File: config.mk
export PLATFORM = sky130hd
export DESIGN_NAME = cpuControl
export DESIGN_NICKNAME = d
export VERILOG_FILES = /design/src/cpuControlPkg.sv /design/src/instructionDecoder.sv /design/src/registerSelect.sv /design/src/controlSequencer.sv /design/src/cpuControl.sv
export SDC_FILE = /design/constraint.sdc
export NUM_CORES = 1
export LEC_CHECK = 0
export ABC_CLOCK_PERIOD_IN_PS = 4000
export BUFFER_PORTS_ARGS = -buffer_cell sky130_fd_sc_hd__buf_2
export CORE_MARGIN = 1
export CORE_UTILIZATION = 35
export DETAILED_ROUTE_END_ITERATION = 10
export HOLD_SLACK_MARGIN = 0.1
export PLACE_DENSITY_LB_ADDON = 0.05
export RECOVER_POWER = 50
export SLEW_MARGIN = 20
export SYNTH_ARGS = -nofsm -noshare
export SYNTH_HDL_FRONTEND = slang
export SYNTH_HIERARCHICAL = 1
export SYNTH_SLANG_ARGS = --single-unit
File: constraint.sdc
create_clock -name clock -period 4 [get_ports clock]
set_input_delay 0 -clock clock [delete_from_list [all_inputs] [get_ports clock]]
set_output_delay 0 -clock clock [all_outputs]
set_load 0.1 [all_outputs]
File: src/cpuControlPkg.sv
package cpuControlPkg;

    typedef enum logic [3:0] {
        OpAnd  = 4'd0,
        OpOr   = 4'd1,
        OpNot  = 4'd2,
        OpAdd  = 4'd3,
        OpSub  = 4'd4,
        OpLsr  = 4'd5,
        OpLsl  = 4'd6,
        OpInc  = 4'd7,
        OpDec  = 4'd8,
        OpBra  = 4'd9,
        OpBne  = 4'd10,
        OpMov  = 4'd11,
        OpLd   = 4'd12,
        OpSt   = 4'd13,
        OpPull = 4'd14,
        OpPush = 4'd15
    } opcodeT;

    typedef enum logic [1:0] {
        StepFetchLow  = 2'b00,
        StepFetchHigh = 2'b01,
        StepExec1     = 2'b10,
        StepExec2     = 2'b11
    } stepT;

    typedef enum logic [3:0] {
        AluPassA = 4'b0000,
        AluPassB = 4'b0001,
        AluNot   = 4'b0010,
        AluAdd   = 4'b0100,
        AluSub   = 4'b0101,
        AluAnd   = 4'b0111,
        AluOr    = 4'b1000,
        AluLsl   = 4'b1011,
        AluLsr   = 4'b1100
    } aluFunT;

    typedef enum logic [1:0] {FunClear = 2'b00, FunLoad = 2'b01, FunDec = 2'b10, FunInc = 2'b11} regFunT;
    typedef enum logic [1:0] {MuxAAlu = 2'b00, MuxAMem = 2'b01, MuxAIrAddr = 2'b10} muxASelT;
    typedef enum logic [1:0] {MuxBAlu = 2'b00, MuxBArf = 2'b01, MuxBIrAddr = 2'b10, MuxBMem = 2'b11} muxBSelT;
    typedef enum logic [1:0] {ArfAr = 2'b00, ArfSp = 2'b01, ArfPc = 2'b11} arfOutT;

    typedef logic [3:0] regCodeT; // 0..3 R1..R4, 4 SP, 5 AR, 6/7 PC

    localparam regCodeT RegR1    = 4'd0;
    localparam regCodeT RegSp    = 4'd4;
    localparam regCodeT RegAr    = 4'd5;
    localparam regCodeT RegPcLow = 4'd6;
    localparam regCodeT RegPc    = 4'd7;

    // Instruction word fields
    localparam int OpcodeMsb = 15;
    localparam int OpcodeLsb = 12;
    localparam int DstMsb    = 11;
    localparam int DstLsb    = 8;
    localparam int SrcAMsb   = 7;
    localparam int SrcALsb   = 4;
    localparam int SrcBMsb   = 3;
    localparam int SrcBLsb   = 0;
    localparam int RSelMsb   = 9;
    localparam int RSelLsb   = 8;
    localparam int ModeBit   = 10; // 1 = direct

    localparam int ZeroFlagBit = 0;

    localparam logic [2:0] RfOutNone  = 3'b000;
    localparam logic [3:0] RfSelNone  = 4'b0000;
    localparam logic [3:0] ArfSelNone = 4'b0000;
    localparam logic [3:0] ArfSelSp   = 4'b0010;
    localparam logic [3:0] ArfSelAr   = 4'b0100;
    localparam logic [3:0] ArfSelPc   = 4'b1000;

endpackage

File: src/instructionDecoder.sv
`timescale 1ns/1ps
module instructionDecoder (
    input  logic [15:0]           irOut,
    input  logic [3:0]            aluFlags,
    output cpuControlPkg::opcodeT  opcode,
    output cpuControlPkg::regCodeT dstReg,
    output cpuControlPkg::regCodeT srcA,
    output cpuControlPkg::regCodeT srcB,
    output logic [1:0]            rSel,
    output logic                  directMode,
    output logic                  zero
);

    logic isDropped;

    assign opcode = cpuControlPkg::opcodeT'(
        irOut[cpuControlPkg::OpcodeMsb:cpuControlPkg::OpcodeLsb]);

    // Stack and inc/dec opcodes are not executed here
    assign isDropped = (opcode == cpuControlPkg::OpInc) ||
                       (opcode == cpuControlPkg::OpDec) ||
                       (opcode == cpuControlPkg::OpPull) ||
                       (opcode == cpuControlPkg::OpPush);

    always_comb begin
        dstReg = irOut[cpuControlPkg::DstMsb:cpuControlPkg::DstLsb];
        srcA   = irOut[cpuControlPkg::SrcAMsb:cpuControlPkg::SrcALsb];
        srcB   = irOut[cpuControlPkg::SrcBMsb:cpuControlPkg::SrcBLsb];
        if (isDropped) begin
            dstReg = cpuControlPkg::RegR1; // Keep ARF paths quiet
            srcA   = cpuControlPkg::RegR1;
            srcB   = cpuControlPkg::RegR1;
        end
    end

    assign rSel       = irOut[cpuControlPkg::RSelMsb:cpuControlPkg::RSelLsb];
    assign directMode = irOut[cpuControlPkg::ModeBit];
    assign zero       = aluFlags[cpuControlPkg::ZeroFlagBit];

endmodule

File: src/registerSelect.sv
`timescale 1ns/1ps
module registerSelect (
    input  cpuControlPkg::regCodeT srcA,
    input  cpuControlPkg::regCodeT srcB,
    input  cpuControlPkg::regCodeT dstReg,
    input  logic [1:0]            rSel,
    input  logic                  useRSel,
    output logic [2:0]            rfOutASel,
    output logic [2:0]            rfOutBSel,
    output cpuControlPkg::arfOutT  arfOutCSel,
    output logic                  muxCSel,
    output logic                  dstIsArf,
    output logic [3:0]            rfDestSel,
    output logic [3:0]            arfDestSel
);

    cpuControlPkg::regCodeT srcBEff;
    cpuControlPkg::regCodeT dstEff;

    function automatic logic isRf(cpuControlPkg::regCodeT code);
        return code[3:2] == 2'b00;
    endfunction

    function automatic logic isArf(cpuControlPkg::regCodeT code);
        return (code == cpuControlPkg::RegSp) || (code == cpuControlPkg::RegAr) ||
               (code == cpuControlPkg::RegPcLow) || (code == cpuControlPkg::RegPc);
    endfunction

    function automatic logic [2:0] rfReadSel(cpuControlPkg::regCodeT code);
        return isRf(code) ? {1'b1, code[1:0]} : cpuControlPkg::RfOutNone; // R1..R4 = 100..111
    endfunction

    // LD and ST name their RF register in the rSel field
    assign srcBEff = useRSel ? cpuControlPkg::regCodeT'({2'b00, rSel}) : srcB;
    assign dstEff  = useRSel ? cpuControlPkg::regCodeT'({2'b00, rSel}) : dstReg;

    assign rfOutASel = rfReadSel(srcA);
    assign rfOutBSel = rfReadSel(srcBEff);
    assign muxCSel   = isArf(srcA);
    assign dstIsArf  = isArf(dstEff);

    always_comb begin
        case (srcA)
            cpuControlPkg::RegSp:    arfOutCSel = cpuControlPkg::ArfSp;
            cpuControlPkg::RegPcLow,
            cpuControlPkg::RegPc:    arfOutCSel = cpuControlPkg::ArfPc;
            default:                 arfOutCSel = cpuControlPkg::ArfAr; // Also the idle value
        endcase
    end

    always_comb begin
        rfDestSel  = cpuControlPkg::RfSelNone;
        arfDestSel = cpuControlPkg::ArfSelNone;
        if (isRf(dstEff)) begin
            rfDestSel = 4'b1000 >> dstEff[1:0]; // R1 is the MSB
        end
        case (dstEff)
            cpuControlPkg::RegSp:    arfDestSel = cpuControlPkg::ArfSelSp;
            cpuControlPkg::RegAr:    arfDestSel = cpuControlPkg::ArfSelAr;
            cpuControlPkg::RegPcLow,
            cpuControlPkg::RegPc:    arfDestSel = cpuControlPkg::ArfSelPc;
            default:                 arfDestSel = cpuControlPkg::ArfSelNone;
        endcase
    end

endmodule

File: src/controlSequencer.sv
`timescale 1ns/1ps
module controlSequencer (
    input  logic                  clock,
    input  logic                  rstN,
    input  cpuControlPkg::opcodeT  opcode,
    input  logic                  directMode,
    input  logic                  zero,
    input  logic                  dstIsArf,
    input  logic [3:0]            rfDestSel,
    input  logic [3:0]            arfDestSel,
    output logic                  useRSel,
    output cpuControlPkg::stepT    step,
    output cpuControlPkg::regFunT  rfFunSel,
    output cpuControlPkg::regFunT  arfFunSel,
    output cpuControlPkg::regFunT  irFunSel,
    output logic [3:0]            rfRSel,
    output logic [3:0]            arfRegSel,
    output cpuControlPkg::aluFunT  aluFunSel,
    output cpuControlPkg::arfOutT  arfOutDSel,
    output cpuControlPkg::muxASelT muxASel,
    output cpuControlPkg::muxBSelT muxBSel,
    output logic                  irLH,
    output logic                  irEnable,
    output logic                  memWrite
);

    cpuControlPkg::stepT   nextStep;
    cpuControlPkg::aluFunT opAluFun;
    logic isAluOp;
    logic takeBranch;
    logic needExec2;

    assign useRSel = (opcode == cpuControlPkg::OpLd) || (opcode == cpuControlPkg::OpSt);

    assign takeBranch = (opcode == cpuControlPkg::OpBra) ||
                        ((opcode == cpuControlPkg::OpBne) && !zero);

    // Direct modes fetch the operand through AR first
    assign needExec2 = (directMode && (takeBranch || opcode == cpuControlPkg::OpLd)) ||
                       (opcode == cpuControlPkg::OpSt);

    always_comb begin
        isAluOp  = 1'b1;
        opAluFun = cpuControlPkg::AluPassA;
        case (opcode)
            cpuControlPkg::OpAnd: opAluFun = cpuControlPkg::AluAnd;
            cpuControlPkg::OpOr:  opAluFun = cpuControlPkg::AluOr;
            cpuControlPkg::OpNot: opAluFun = cpuControlPkg::AluNot;
            cpuControlPkg::OpAdd: opAluFun = cpuControlPkg::AluAdd;
            cpuControlPkg::OpSub: opAluFun = cpuControlPkg::AluSub;
            cpuControlPkg::OpLsr: opAluFun = cpuControlPkg::AluLsr;
            cpuControlPkg::OpLsl: opAluFun = cpuControlPkg::AluLsl;
            cpuControlPkg::OpMov: opAluFun = cpuControlPkg::AluPassA;
            default:              isAluOp  = 1'b0;
        endcase
    end

    always_comb begin
        case (step)
            cpuControlPkg::StepFetchLow:  nextStep = cpuControlPkg::StepFetchHigh;
            cpuControlPkg::StepFetchHigh: nextStep = cpuControlPkg::StepExec1;
            cpuControlPkg::StepExec1:     nextStep = needExec2 ? cpuControlPkg::StepExec2
                                                               : cpuControlPkg::StepFetchLow;
            default:                      nextStep = cpuControlPkg::StepFetchLow;
        endcase
    end

    always_ff @(posedge clock or negedge rstN) begin
        if (!rstN) begin
            step <= cpuControlPkg::StepFetchLow;
        end else begin
            step <= nextStep;
        end
    end

    always_comb begin
        rfFunSel   = cpuControlPkg::FunLoad;
        arfFunSel  = cpuControlPkg::FunLoad;
        irFunSel   = cpuControlPkg::FunLoad;
        rfRSel     = cpuControlPkg::RfSelNone;
        arfRegSel  = cpuControlPkg::ArfSelNone;
        aluFunSel  = cpuControlPkg::AluPassA;
        arfOutDSel = cpuControlPkg::ArfPc;
        muxASel    = cpuControlPkg::MuxAAlu;
        muxBSel    = cpuControlPkg::MuxBAlu;
        irLH       = 1'b0;
        irEnable   = 1'b0;
        memWrite   = 1'b0;
        case (step)
            cpuControlPkg::StepFetchLow, cpuControlPkg::StepFetchHigh: begin
                irEnable  = 1'b1;
                irLH      = (step == cpuControlPkg::StepFetchHigh); // High byte second
                arfFunSel = cpuControlPkg::FunInc; // PC++
                arfRegSel = cpuControlPkg::ArfSelPc;
            end
            cpuControlPkg::StepExec1: begin
                if (isAluOp) begin
                    aluFunSel = opAluFun;
                    if (dstIsArf) begin
                        arfRegSel = arfDestSel;
                    end else begin
                        rfRSel = rfDestSel;
                    end
                end else if ((takeBranch || opcode == cpuControlPkg::OpLd) && !directMode) begin
                    if (takeBranch) begin
                        muxBSel   = cpuControlPkg::MuxBIrAddr;
                        arfRegSel = cpuControlPkg::ArfSelPc;
                    end else begin
                        muxASel = cpuControlPkg::MuxAIrAddr; // Immediate load
                        rfRSel  = rfDestSel;
                    end
                end else if (needExec2) begin
                    muxBSel   = cpuControlPkg::MuxBIrAddr; // AR <- address
                    arfRegSel = cpuControlPkg::ArfSelAr;
                end
            end
            default: begin
                arfOutDSel = cpuControlPkg::ArfAr; // Memory at AR
                if (opcode == cpuControlPkg::OpSt) begin
                    aluFunSel = cpuControlPkg::AluPassB;
                    memWrite  = 1'b1;
                end else if (opcode == cpuControlPkg::OpLd) begin
                    muxASel = cpuControlPkg::MuxAMem;
                    rfRSel  = rfDestSel;
                end else if (takeBranch) begin
                    muxBSel   = cpuControlPkg::MuxBMem;
                    arfRegSel = cpuControlPkg::ArfSelPc;
                end
            end
        endcase
    end

endmodule

File: src/cpuControl.sv
`timescale 1ns/1ps
module cpuControl (
    input  logic                  clock,
    input  logic                  rstN,
    input  logic [15:0]           irOut,
    input  logic [3:0]            aluFlags,
    output logic [2:0]            rfOutASel,
    output logic [2:0]            rfOutBSel,
    output cpuControlPkg::regFunT  rfFunSel,
    output logic [3:0]            rfRSel,
    output cpuControlPkg::aluFunT  aluFunSel,
    output cpuControlPkg::arfOutT  arfOutCSel,
    output cpuControlPkg::arfOutT  arfOutDSel,
    output cpuControlPkg::regFunT  arfFunSel,
    output logic [3:0]            arfRegSel,
    output logic                  irLH,
    output logic                  irEnable,
    output cpuControlPkg::regFunT  irFunSel,
    output logic                  memWrite,
    output cpuControlPkg::muxASelT muxASel,
    output cpuControlPkg::muxBSelT muxBSel,
    output logic                  muxCSel
);

    cpuControlPkg::opcodeT  opcode;
    cpuControlPkg::regCodeT dstReg;
    cpuControlPkg::regCodeT srcA;
    cpuControlPkg::regCodeT srcB;
    logic [1:0] rSel;
    logic       directMode;
    logic       zero;
    logic       useRSel;
    logic       dstIsArf;
    logic [3:0] rfDestSel;
    logic [3:0] arfDestSel;

    instructionDecoder i_instructionDecoder (
        .irOut(irOut), .aluFlags(aluFlags), .opcode(opcode), .dstReg(dstReg),
        .srcA(srcA), .srcB(srcB), .rSel(rSel), .directMode(directMode), .zero(zero)
    );

    registerSelect i_registerSelect (
        .srcA(srcA), .srcB(srcB), .dstReg(dstReg), .rSel(rSel), .useRSel(useRSel),
        .rfOutASel(rfOutASel), .rfOutBSel(rfOutBSel), .arfOutCSel(arfOutCSel),
        .muxCSel(muxCSel), .dstIsArf(dstIsArf), .rfDestSel(rfDestSel),
        .arfDestSel(arfDestSel)
    );

    controlSequencer i_controlSequencer (
        .clock(clock), .rstN(rstN), .opcode(opcode), .directMode(directMode),
        .zero(zero), .dstIsArf(dstIsArf), .rfDestSel(rfDestSel), .arfDestSel(arfDestSel),
        .useRSel(useRSel), .step(), .rfFunSel(rfFunSel), .arfFunSel(arfFunSel),
        .irFunSel(irFunSel), .rfRSel(rfRSel), .arfRegSel(arfRegSel), .aluFunSel(aluFunSel),
        .arfOutDSel(arfOutDSel), .muxASel(muxASel), .muxBSel(muxBSel), .irLH(irLH),
        .irEnable(irEnable), .memWrite(memWrite)
    );

endmodule

==> results of run 1 <==
==> power groups by stage <==
| stage | Sequential, mW | Clock (mW) | Combinational [mW] |
|---|---|---|---|
| after detailed placement | 0.0562 | 0 | 0.500 |
| after floorplan | 0.0344 | 0 | 0.478 |
| after CTS | 0.0562 | 0.0465 | 0.502 |
| final | 0.0580 | 0.0438 | 0.494 |
| after global routing | 0.0609 | 0.0476 | 0.519 |
| after global placement | 0.0569 | 0 | 0.499 |
==> worst reg2reg max path, delay by kind of cell (launching register included) <==
kind / cells / cell delay (ns)
simple gates: 1 / 0.37
flops: 1 / 0.56
compound gates: 1 / 0.12
==> metal layers <==
layer,vias up,routed length [um],global-route usage (%)
met5,-,0,0
met4,0,0,2.500
met3,0,140,1.913
met2,43,1145,29.52
met1,472,1130,20.51
li1,528,-,-
==> final timing paths <==
path | startpoint | endpoint | slack, ns | cells after the start
max reg2reg | i_controlSequencer/step[0] | i_controlSequencer/step[1] | 2.82 | 2
min reg2reg | i_controlSequencer/step[1] | i_controlSequencer/step[0] | 0.65 | 1
min in group asynchronous | rstN | i_controlSequencer/step[1] | 0.63 | 3
max | irOut[13] | rfRSel[1] | 1.11 | 10
min | irOut[15] | i_controlSequencer/step[1] | 0.35 | 3
max in group asynchronous | rstN | i_controlSequencer/step[0] | 3.25 | 3
==> cell usage after synthesis, types with 2 or more instances <==
| master | count | share of area (%) |
|---|---|---|
| conb_1 | 3 | 1.1 |
| clkbuf_1 | 4 | 1.5 |
| a21oi_1 | 6 | 3.0 |
| buf_4 | 16 | 12 |
| mux2i_1 | 2 | 2.0 |
| dfrtp_1 | 2 | 5.1 |
| and3_1 | 3 | 1.9 |
| and2_1 | 3 | 1.9 |
| nand2_1 | 10 | 3.8 |
| o32ai_1 | 3 | 2.7 |
| buf_6 | 2 | 2.3 |
| nor2b_1 | 9 | 5.7 |
| nor3b_2 | 10 | 13 |
| nor2_1 | 12 | 4.6 |
| o22ai_1 | 2 | 1.3 |
| nand2b_1 | 4 | 2.5 |
| nor3b_1 | 3 | 2.3 |
| a211oi_1 | 2 | 1.5 |
| o21ai_0 | 3 | 1.5 |
| inv_1 | 8 | 3.0 |
| buf_2 | 2 | 1.0 |
| nor3_1 | 6 | 3.0 |
| or3b_1 | 2 | 1.8 |
==> placed cells by master, fill, tap and decap left out, types with 4 or more instances in the layout <==
cell type	synthesis	routed
buf_2	2	34
clkbuf_1	4	14
nor2_1	12	12
nand2_1	10	10
nor3b_2	10	10
nor2b_1	9	8
inv_1	8	8
a21oi_1	6	6
conb_1	3	6
nor3_1	6	5
nand2b_1	4	4
o21ai_0	3	4
==> kinds of logic after synthesis <==
logic type / after synthesis / synth area share (%)
AND/OR/NAND/NOR: 70 / 48.54
buffers and inverters: 33 / 20.41
AO/OA/AOI/OAI: 27 / 21.93
other: 3 / 1.141
multiplexers: 2 / 2.028
flip-flops: 2 / 5.070
XOR/XNOR: 1 / 0.8874
==> through the flow <==
step	setup WS (ns)	hold slack [ns]	util, %	std cells
floorplan	0.2141	-0.2956	-	141
global placement	1.477	-0.2159	43.76	196
detailed placement	1.443	-0.2134	43.76	196
CTS	1.439	0.3146	45.42	201
global route	0.8686	0.3919	44.74	201
finish	1.109	0.3473	44.74	201
==> area by class of cell <==
class                           count  area [um2]
Multi-Input combinational cell    106       754.5
Inverter                            9       33.78
Tap cell                           30       37.54
Clock buffer                        3       22.52
Sequential cell                     2       50.05
Fill cell                         295        1419
Timing Repair Buffer               51       250.2
==> results by group, run 1 <==
Power and ir drop
  – PwrDens: 518.4 nW/um2
  – Sw power: 455.3 uW
  – Leak: 0.5358 nW
  – Pwr Total: 595.4 uW
  – Combinational power share: 82.9%
  – Seq pwr share: 9.7%
  – Pint: 140.2 uW
  – Maximum vdd drop: 0.0006527 V
  – Switching share of power: 76.46%
  – Clock power share: 7.3%

Placement
  – PortBufs: 48
  – Area after DPL: 1124 um2
  – Placer Congestion: 0.7872
  – DP HPWL: 1828 um

Run
  – Maxcap violations: 0

Critical path
  – Crit path kind: input port to output port
  – Worst Setup End Kind: output port
  – Max stage delay on crit path: 0.60 ns
  – Slowest stage cell, crit path: o211a_1
  – CP arrival: 2.89 ns
  – Critical path's top delay family: buffers and inverters
  – Crit path launch type: input port
  – WP data required: 4.00 ns
  – Crit Path Max Fanout: 14
  – Most common cell on crit path: nor2b_1
  – Crit-path cells: clkbuf_1 > o211a_1 > nor3b_1 > or3b_1 > inv_1 > nor2b_1 > a2111oi_4 > a211oi_2 > nor2b_1 > buf_2
  – CP Buf/Inv Count: 3

Run status
  – Status: completed

Synthesis
  – Post-Syn Area: 987.2 um2
  – Yosys reg bits: 2
  – Post-Synthesis Cells: 138
  – Synth cell types: 44
  – YS warnings: 6
  – Syn Area/Cell: 7.154 um2
  – Synth Flop Type: dfrtp_1
  – Async S/R FF share, synth: 100.0%
  – EDFF count, synth: 0
  – Share of the yosys chip area belonging to registers: 5.070%

Floorplan
  – Core Area: 2567 um2
  – Die X: 55.11 um
  – Initial Util: 38.45%
  – Die Y: 55.11 um
  – Rows: 18
  – Ports: 58
  – Die ar.: 3037 um2

CTS
  – H-tree levels: 1
  – Worst-Skew Late Latency: 0.22 ns
  – Hold_buf cts: 2
  – CTS tree: done
  – Clk buf depth: 2
  – CTS resizes: 0
  – Clk root buf: clkbuf_4
  – Post-CTS Setup Inserts: 0
  – Total CTS buffers: 3
  – Clock sinks: 2
  – Clk pin slew, worst setup/hold paths: 0.03 ns

Finish
  – Finished Cell Area: 1149 um2
  – Layout area overhead: 16.35%
  – Number of flip-flops under the largest register name: 2
  – Most flops, register: i_controlSequencer/step
  – Nets: 195
  – Top flop regs: i_controlSequencer/step: 2 flops
  – Antenna Cells: 0
  – Share of cells above drive strength 1: 33.33%

Global routing
  – Grt ovf: 0
  – Initial antenna violation count: 0
  – Largest net degree at the start of global routing: 16
  – Vias in the first global route: 861
  – First-pass GRT wire length: 3684 um
  – Gr usage total: 16.22%

Timing
  – Final Hold Viols: 0
  – Final setup vio count: 0
  – Worst-margin pin slew: 1.179 ns
  – Setup TNS: 0 ns
  – Unrepaired setup endpoints after global routing: no
  – Max-slew headroom: 21.75%
  – Final Cycle Share: 72.27%
  – Shortest period the worst path allows: 2.891 ns
  – Slew Viols, Final: 0
  – Skew final: 0.0003064 ns
  – Fmax: 0.3459 GHz

Routing
  – WL final: 2416 um
  – Vias per cell: 5.189
  – Initial drt markers: 21
  – DR vias: 1,043
  – DRT antenna net count: 0
  – Residual DRC: 0
  – Wire per inst: 12.02 um
  – First-pass iteration count of the detailed router: 4

Min path
  – Min-delay worst type: input port to flop
No activity file was read; power rests on OpenSTA's default activity.
==> inputs of run 2 (changes only) <==
Settings changed: ABC_CLOCK_PERIOD_IN_PS 4000 to 3000.
Clock period 4 ns to 3 ns, I/O delays scaled along.
==> run 2 against run 1 <==
Clock power grew 34%. Global-route usage down 0.72 points. Register-to-register slack got worse by 1.0 ns. Critical endpoint unchanged. Largest power group unchanged.
==> results by group, run 2 (same netlist as run 1, synthesis figures left out) <==
Critical path
  – Worst Setup End Kind: output port
  – Slowest stage cell, crit path: nor4b_4
  – Critical path's top delay family: simple AND/OR/NAND/NOR gates
  – Crit path launch type: input port
  – Max stage delay on crit path: 0.48 ns
  – Crit Path Max Fanout: 14
  – CP Buf/Inv Count: 3
  – Crit-path cells: buf_2 > nor4b_4 > nor3b_1 > or3b_1 > inv_1 > nor2b_1 > a2111oi_4 > a211oi_2 > nor2b_1 > buf_2
  – WP data required: 3.00 ns
  – Crit path kind: input port to output port
  – CP arrival: 2.35 ns

CTS
  – Clk pin slew, worst setup/hold paths: 0.03 ns
  – Post-CTS Setup Inserts: 0
  – Clock sinks: 2
  – Worst-Skew Late Latency: 0.22 ns
  – H-tree levels: 1
  – Hold_buf cts: 2
  – Clk root buf: clkbuf_4
  – CTS resizes: 0
  – Clk buf depth: 2
  – CTS tree: done
  – Total CTS buffers: 3

Power and ir drop
  – Seq pwr share: 9.5%
  – Leak: 0.5450 nW
  – Clock power share: 7.4%
  – PwrDens: 684.3 nW/um2
  – Switching share of power: 76.27%
  – Pint: 188.5 uW
  – Maximum vdd drop: 0.0007102 V
  – Sw power: 606.0 uW
  – Combinational power share: 83.1%

Finish
  – Commonest non-fill, non-tap cell in the layout: buf_2
  – Most frequent cells in the layout: buf_2 (35), clkbuf_1 (13), nor2_1 (12)
  – Share of cells above drive strength 1: 34.88%
  – Number of flip-flops under the largest register name: 2
  – Top flop regs: i_controlSequencer/step: 2 flops
  – Finished Cell Area: 1161 um2
  – Nets: 196
  – Most flops, register: i_controlSequencer/step
  – Antenna Cells: 0
  – Layout area overhead: 17.62%

Routing
  – First-pass iteration count of the detailed router: 4
  – Vias per cell: 5.015
  – Initial drt markers: 17
  – Wire per inst: 11.44 um
  – WL final: 2310 um
  – DR vias: 1,013
  – DRT antenna net count: 0
  – Residual DRC: 0

Floorplan
  – Rows: 18
  – Core Area: 2567 um2
  – Initial Util: 38.45%
  – Ports: 58
  – Die ar.: 3037 um2
  – Die Y: 55.11 um
  – Die X: 55.11 um

Global routing
  – Vias in the first global route: 826
  – Initial antenna violation count: 0
  – Grt ovf: 0
  – Gr usage total: 15.49%
  – Largest net degree at the start of global routing: 16
  – First-pass GRT wire length: 3519 um

Placement
  – DP HPWL: 1836 um
  – Area after DPL: 1135 um2
  – PortBufs: 48
  – Placer Congestion: 0.7943

Timing
  – Final Hold Viols: 0
  – Worst-margin pin slew: 1.165 ns
  – Fmax: 0.4248 GHz
  – Max-slew headroom: 22.68%
  – Hold WS: 0.3188 ns
  – Final setup vio count: 0
  – Shortest period the worst path allows: 2.354 ns
  – Unrepaired setup endpoints after global routing: no
  – Final Cycle Share: 78.47%
  – Skew final: 0.0005916 ns
  – Slew Viols, Final: 0

Run status
  – Status: completed

Min path
  – Min-delay worst type: input port to flop

Run
  – Maxcap violations: 0
[run 2: routing by layer]
metal  share of wire [%]  up-vias  track usage, %  routed length (um)
li1                    -      527               -                   -
met2                  48       43           29.52                1099
met4                   0        0           1.250                   0
met5                   0        -               0                   0
met1                  46      443           18.78                1058
met3                 6.5        0           2.186                 151
[run 2: power by group through the flow]
stage	clock network [mW]	registers, mW	logic, mW
6_report	0.0588	0.0758	0.660
3_3_place_gp	0	0.0759	0.667
4_1_cts	0.0626	0.0742	0.672
5_1_grt	0.0642	0.0808	0.693
2_1_floorplan	0	0.0459	0.639
3_5_place_dp	0	0.0747	0.668
[run 2: worst paths after layout]
path	depth (start not counted)	slack (ns)	endpoint	from
max	10	0.65	rfRSel[1]	irOut[13]
min	3	0.32	i_controlSequencer/step[1]	irOut[15]
max reg2reg	2	1.82	i_controlSequencer/step[1]	i_controlSequencer/step[0]
min reg2reg	1	0.63	i_controlSequencer/step[0]	i_controlSequencer/step[1]
max in group asynchronous	3	2.25	i_controlSequencer/step[0]	rstN
min in group asynchronous	3	0.63	i_controlSequencer/step[1]	rstN
[run 2: through the flow]
step           TNS (ns)  total power [mW]  instances  util, %  worst slack (ns)
2_1_floorplan    -1.924            0.6847        141        -           -0.4809
4_1_cts               0            0.8090        202    45.86            0.5942
3_3_place_gp          0            0.7429        197    44.20            0.6362
5_1_grt               0            0.8384        202    45.22            0.4129
3_5_place_dp          0            0.7429        197    44.20            0.6109
6_report              0            0.7946        202    45.22            0.6458
[run 2: final cells by class]
type                       count  area, um2
fill                         295       1406
clock buffer                   3      22.52
sequential                     2      50.05
timing repair buffer          52      259.0
tap                           30      37.54
inverter                       9      33.78
multi-input combinational    106      758.2
[run 2: worst register-to-register path: stages (launching register included)]
cell	delay [ns]
dfrtp_1	0.55
nand2b_1	0.37
o21bai_1	0.12
==> inputs of run 3 (changes only) <==
Settings changed: ABC_AREA from default to 1, ABC_CLOCK_PERIOD_IN_PS 3000 to 2300.
Clock period 3 ns to 2.3 ns, I/O delays scaled along.
==> run 3 against run 2 <==
The flow now finishes with violations (slew limit). Critical path type unchanged. Synthesized cell count is 28% higher. Routed wire length is 11% lower. Non-clock buffer count decreased by 2. Sequential power is 5.5% higher.
==> results by group, run 3 <==
Run status
  – Status: finished with violations
  – Failing checks: slew limit

Global routing
  – M1 GR Usage: 17.87%
  – Grt ovf: 0
  – Initial antenna violation count: 0
  – Gr usage total: 14.50%
  – Vias in the first global route: 827
  – First-pass GRT wire length: 3222 um
  – M2 GR Usage: 25.81%
  – Global Route met3 Usage: 3.390%
  – Largest net degree at the start of global routing: 13
  – Layer with the highest usage: met2

Placement
  – DP HPWL: 1748 um
  – Dpl ws: 0.3777 ns
  – PortBufs: 48
  – Placer Congestion: 0.7924

Synthesis
  – YS warnings: 6
  – Adder-Cell Fraction of Synth Area: 0%
  – EDFF count, synth: 0
  – Post-synth top cells: inv_1 (36), nor2_1 (32), nand2_1 (30), buf_4 (16), nand2_2 (10)
  – Simple-Gate Fraction of Synth Area: 51.64%
  – Share of the yosys chip area belonging to registers: 5.256%
  – Synth top area cells: inv_1 (14%), buf_4 (13%), nor2_1 (13%)
  – Post-Synthesis Cells: 176
  – Synth Flop Type: dfrtp_1
  – Synth cell types: 26
  – Area leader, netlist: inv_1
  – Post-Syn Area: 952.2 um2
  – Yosys reg bits: 2
  – Area share of the largest cell type after synthesis: 14.19%
  – Syn Area/Cell: 5.410 um2
  – Post-synthesis compound-gate area fraction: 10.91%
  – Most numerous cell in the Yosys netlist: inv_1
  – XOR/XNOR Fraction of Synth Area: 0%
  – Largest family of logic cells by synthesized area: simple AND/OR/NAND/NOR gates
  – Async S/R FF share, synth: 100.0%
  – Mux cell area share after synthesis: 0%

CTS
  – Clock sinks: 2
  – H-tree levels: 1
  – CTS resizes: 0
  – CTS tree: done
  – Clk root buf: clkbuf_4
  – Total CTS buffers: 3
  – Worst-Skew Late Latency: 0.22 ns
  – Clk pin slew, worst setup/hold paths: 0.03 ns
  – Clk buf depth: 2

Power and ir drop
  – Switching share of power: 76.89%
  – Leak: 0.7211 nW
  – Seq pwr share: 7.5%
  – Maximum vdd drop: 0.001056 V
  – Combinational power share: 85.1%
  – PwrDens: 912.3 nW/um2
  – Pint: 245.1 uW
  – Clock power share: 7.3%
  – Sw power: 815.4 uW

Timing
  – Max-slew headroom: -15.75%
  – Fmax: 0.5156 GHz
  – Unrepaired setup endpoints after global routing: no
  – Shortest period the worst path allows: 1.939 ns
  – Slew Viols, Final: 1
  – Setup TNS: 0 ns
  – Final setup vio count: 0
  – Final Hold Viols: 0
  – Worst-margin pin slew: 1.730 ns
  – Fin worst setup slack: 0.3606 ns
  – Final Cycle Share: 84.32%
  – Skew final: 0.0007288 ns

Routing
  – First-pass iteration count of the detailed router: 4
  – DRT antenna net count: 0
  – Residual DRC: 0
  – Vias per cell: 4.233
  – Initial drt markers: 10
  – WL final: 2061 um
  – DR vias: 1,037
  – Wire per inst: 8.412 um

Critical path
  – Crit path launch type: input port
  – R2r worst-path depth: 4
  – Crit path kind: input port to output port
  – WP data required: 2.30 ns
  – Crit Path Max Fanout: 12
  – CP arrival: 1.94 ns
  – Worst Setup End Kind: output port

Min path
  – Worst hold stages: 5
  – Min-delay worst type: input port to flop

Finish
  – Antenna Cells: 0
  – Layout area overhead: 22.08%
  – Top flop regs: i_controlSequencer/step: 2 flops
  – Seq. cell area: 50.05 um2
  – Most frequent cells in the layout: inv_1 (36), buf_2 (34), nor2_1 (32)
  – Fill cell count: 298
  – Number of flip-flops under the largest register name: 2
  – Multi-input gate area: 626.9 um2
  – Most flops, register: i_controlSequencer/step
  – Nets: 239
  – Share of cells above drive strength 1: 37.67%
  – Core Util, Final: 46.08%
  – Commonest non-fill, non-tap cell in the layout: inv_1

Floorplan
  – Initial Util: 37.75%
  – Ports: 58
  – Core Area: 2522 um2
  – Die X: 54.16 um
  – Die Y: 54.16 um
  – Rows: 18
  – Die ar.: 2933 um2

Run
  – Maxcap violations: 0
==> run 3: cell count changes after synthesis, sizes merged, moves of 4 or more <==
cell	delta
nor2b	-9
nand2	+30
nor3b	-12
nand2b	-4
clkbuf	-4
inv	+34
nor3	-4
nor2	+33
==> run 3: final cells by class <==
class	count	share of cell area [%]
multi-input combinational	117	53.93
timing repair buffer	50	22.50
inverter	43	14.10
sequential	2	4.306
tap	30	3.229
clock buffer	3	1.938
==> run 3: logic make-up (layout without fill, tap and decap cells) <==
kind of cell / after synthesis / count (layout)
buf+inv: 60 / 96
simple gates: 96 / 96
flops: 2 / 2
other cells: 3 / 6
compound gates: 15 / 15
==> run 3: final timing paths <==
path | start | to | slack, ns
setup / recovery | irOut[15] | rfOutASel[0] | 0.36
hold / removal | irOut[10] | i_controlSequencer/step[1] | 0.24
setup reg to reg | i_controlSequencer/step[1] | i_controlSequencer/step[1] | 1.17
hold reg to reg | i_controlSequencer/step[0] | i_controlSequencer/step[0] | 0.54
max in group asynchronous | rstN | i_controlSequencer/step[1] | 1.54
min in group asynchronous | rstN | i_controlSequencer/step[0] | 0.64
==> run 3: what timing repair did <==
item	4_1_cts	5_1_grt
buffers inserted	0	0
hold endpoints to repair	2	0
hold buffers	2	0
==> run 3: stage by stage <==
step	std cells	power, mW	hold WS [ns]	cell area, um2
CTS	245	1.095	0.2280	1184
global route	245	1.127	0.2745	1162
global placement	240	1.003	-0.2156	1141
finish	245	1.060	0.2358	1162
detailed placement	240	1.009	-0.2121	1141
floorplan	179	0.9183	-0.2956	979.7
==> run 3: power groups by stage <==
stage                     clock network [mW]  logic (mW)  registers, mW
after detailed placement                   0       0.924         0.0847
after global placement                     0       0.920         0.0832
after CTS                             0.0831       0.928         0.0842
after floorplan                            0       0.842         0.0766
after global routing                  0.0892       0.954         0.0832
final                                 0.0777       0.903         0.0800
==> run 3: critical path, cell delays in order <==
cell and delay [ns]:
buf_2 0.15, inv_1 0.06, nand2_1 0.06, nand2_1 0.06, nor2_2 0.37, nor2_1 0.18
nor3b_2 0.19, clkbuf_1 0.87
==> run 3: routing by layer <==
metal | wire, um | share of wire [%]
met1 | 951 | 46
met4 | 0 | 0
met2 | 979 | 48
met3 | 130 | 6.3
met5 | 0 | 0
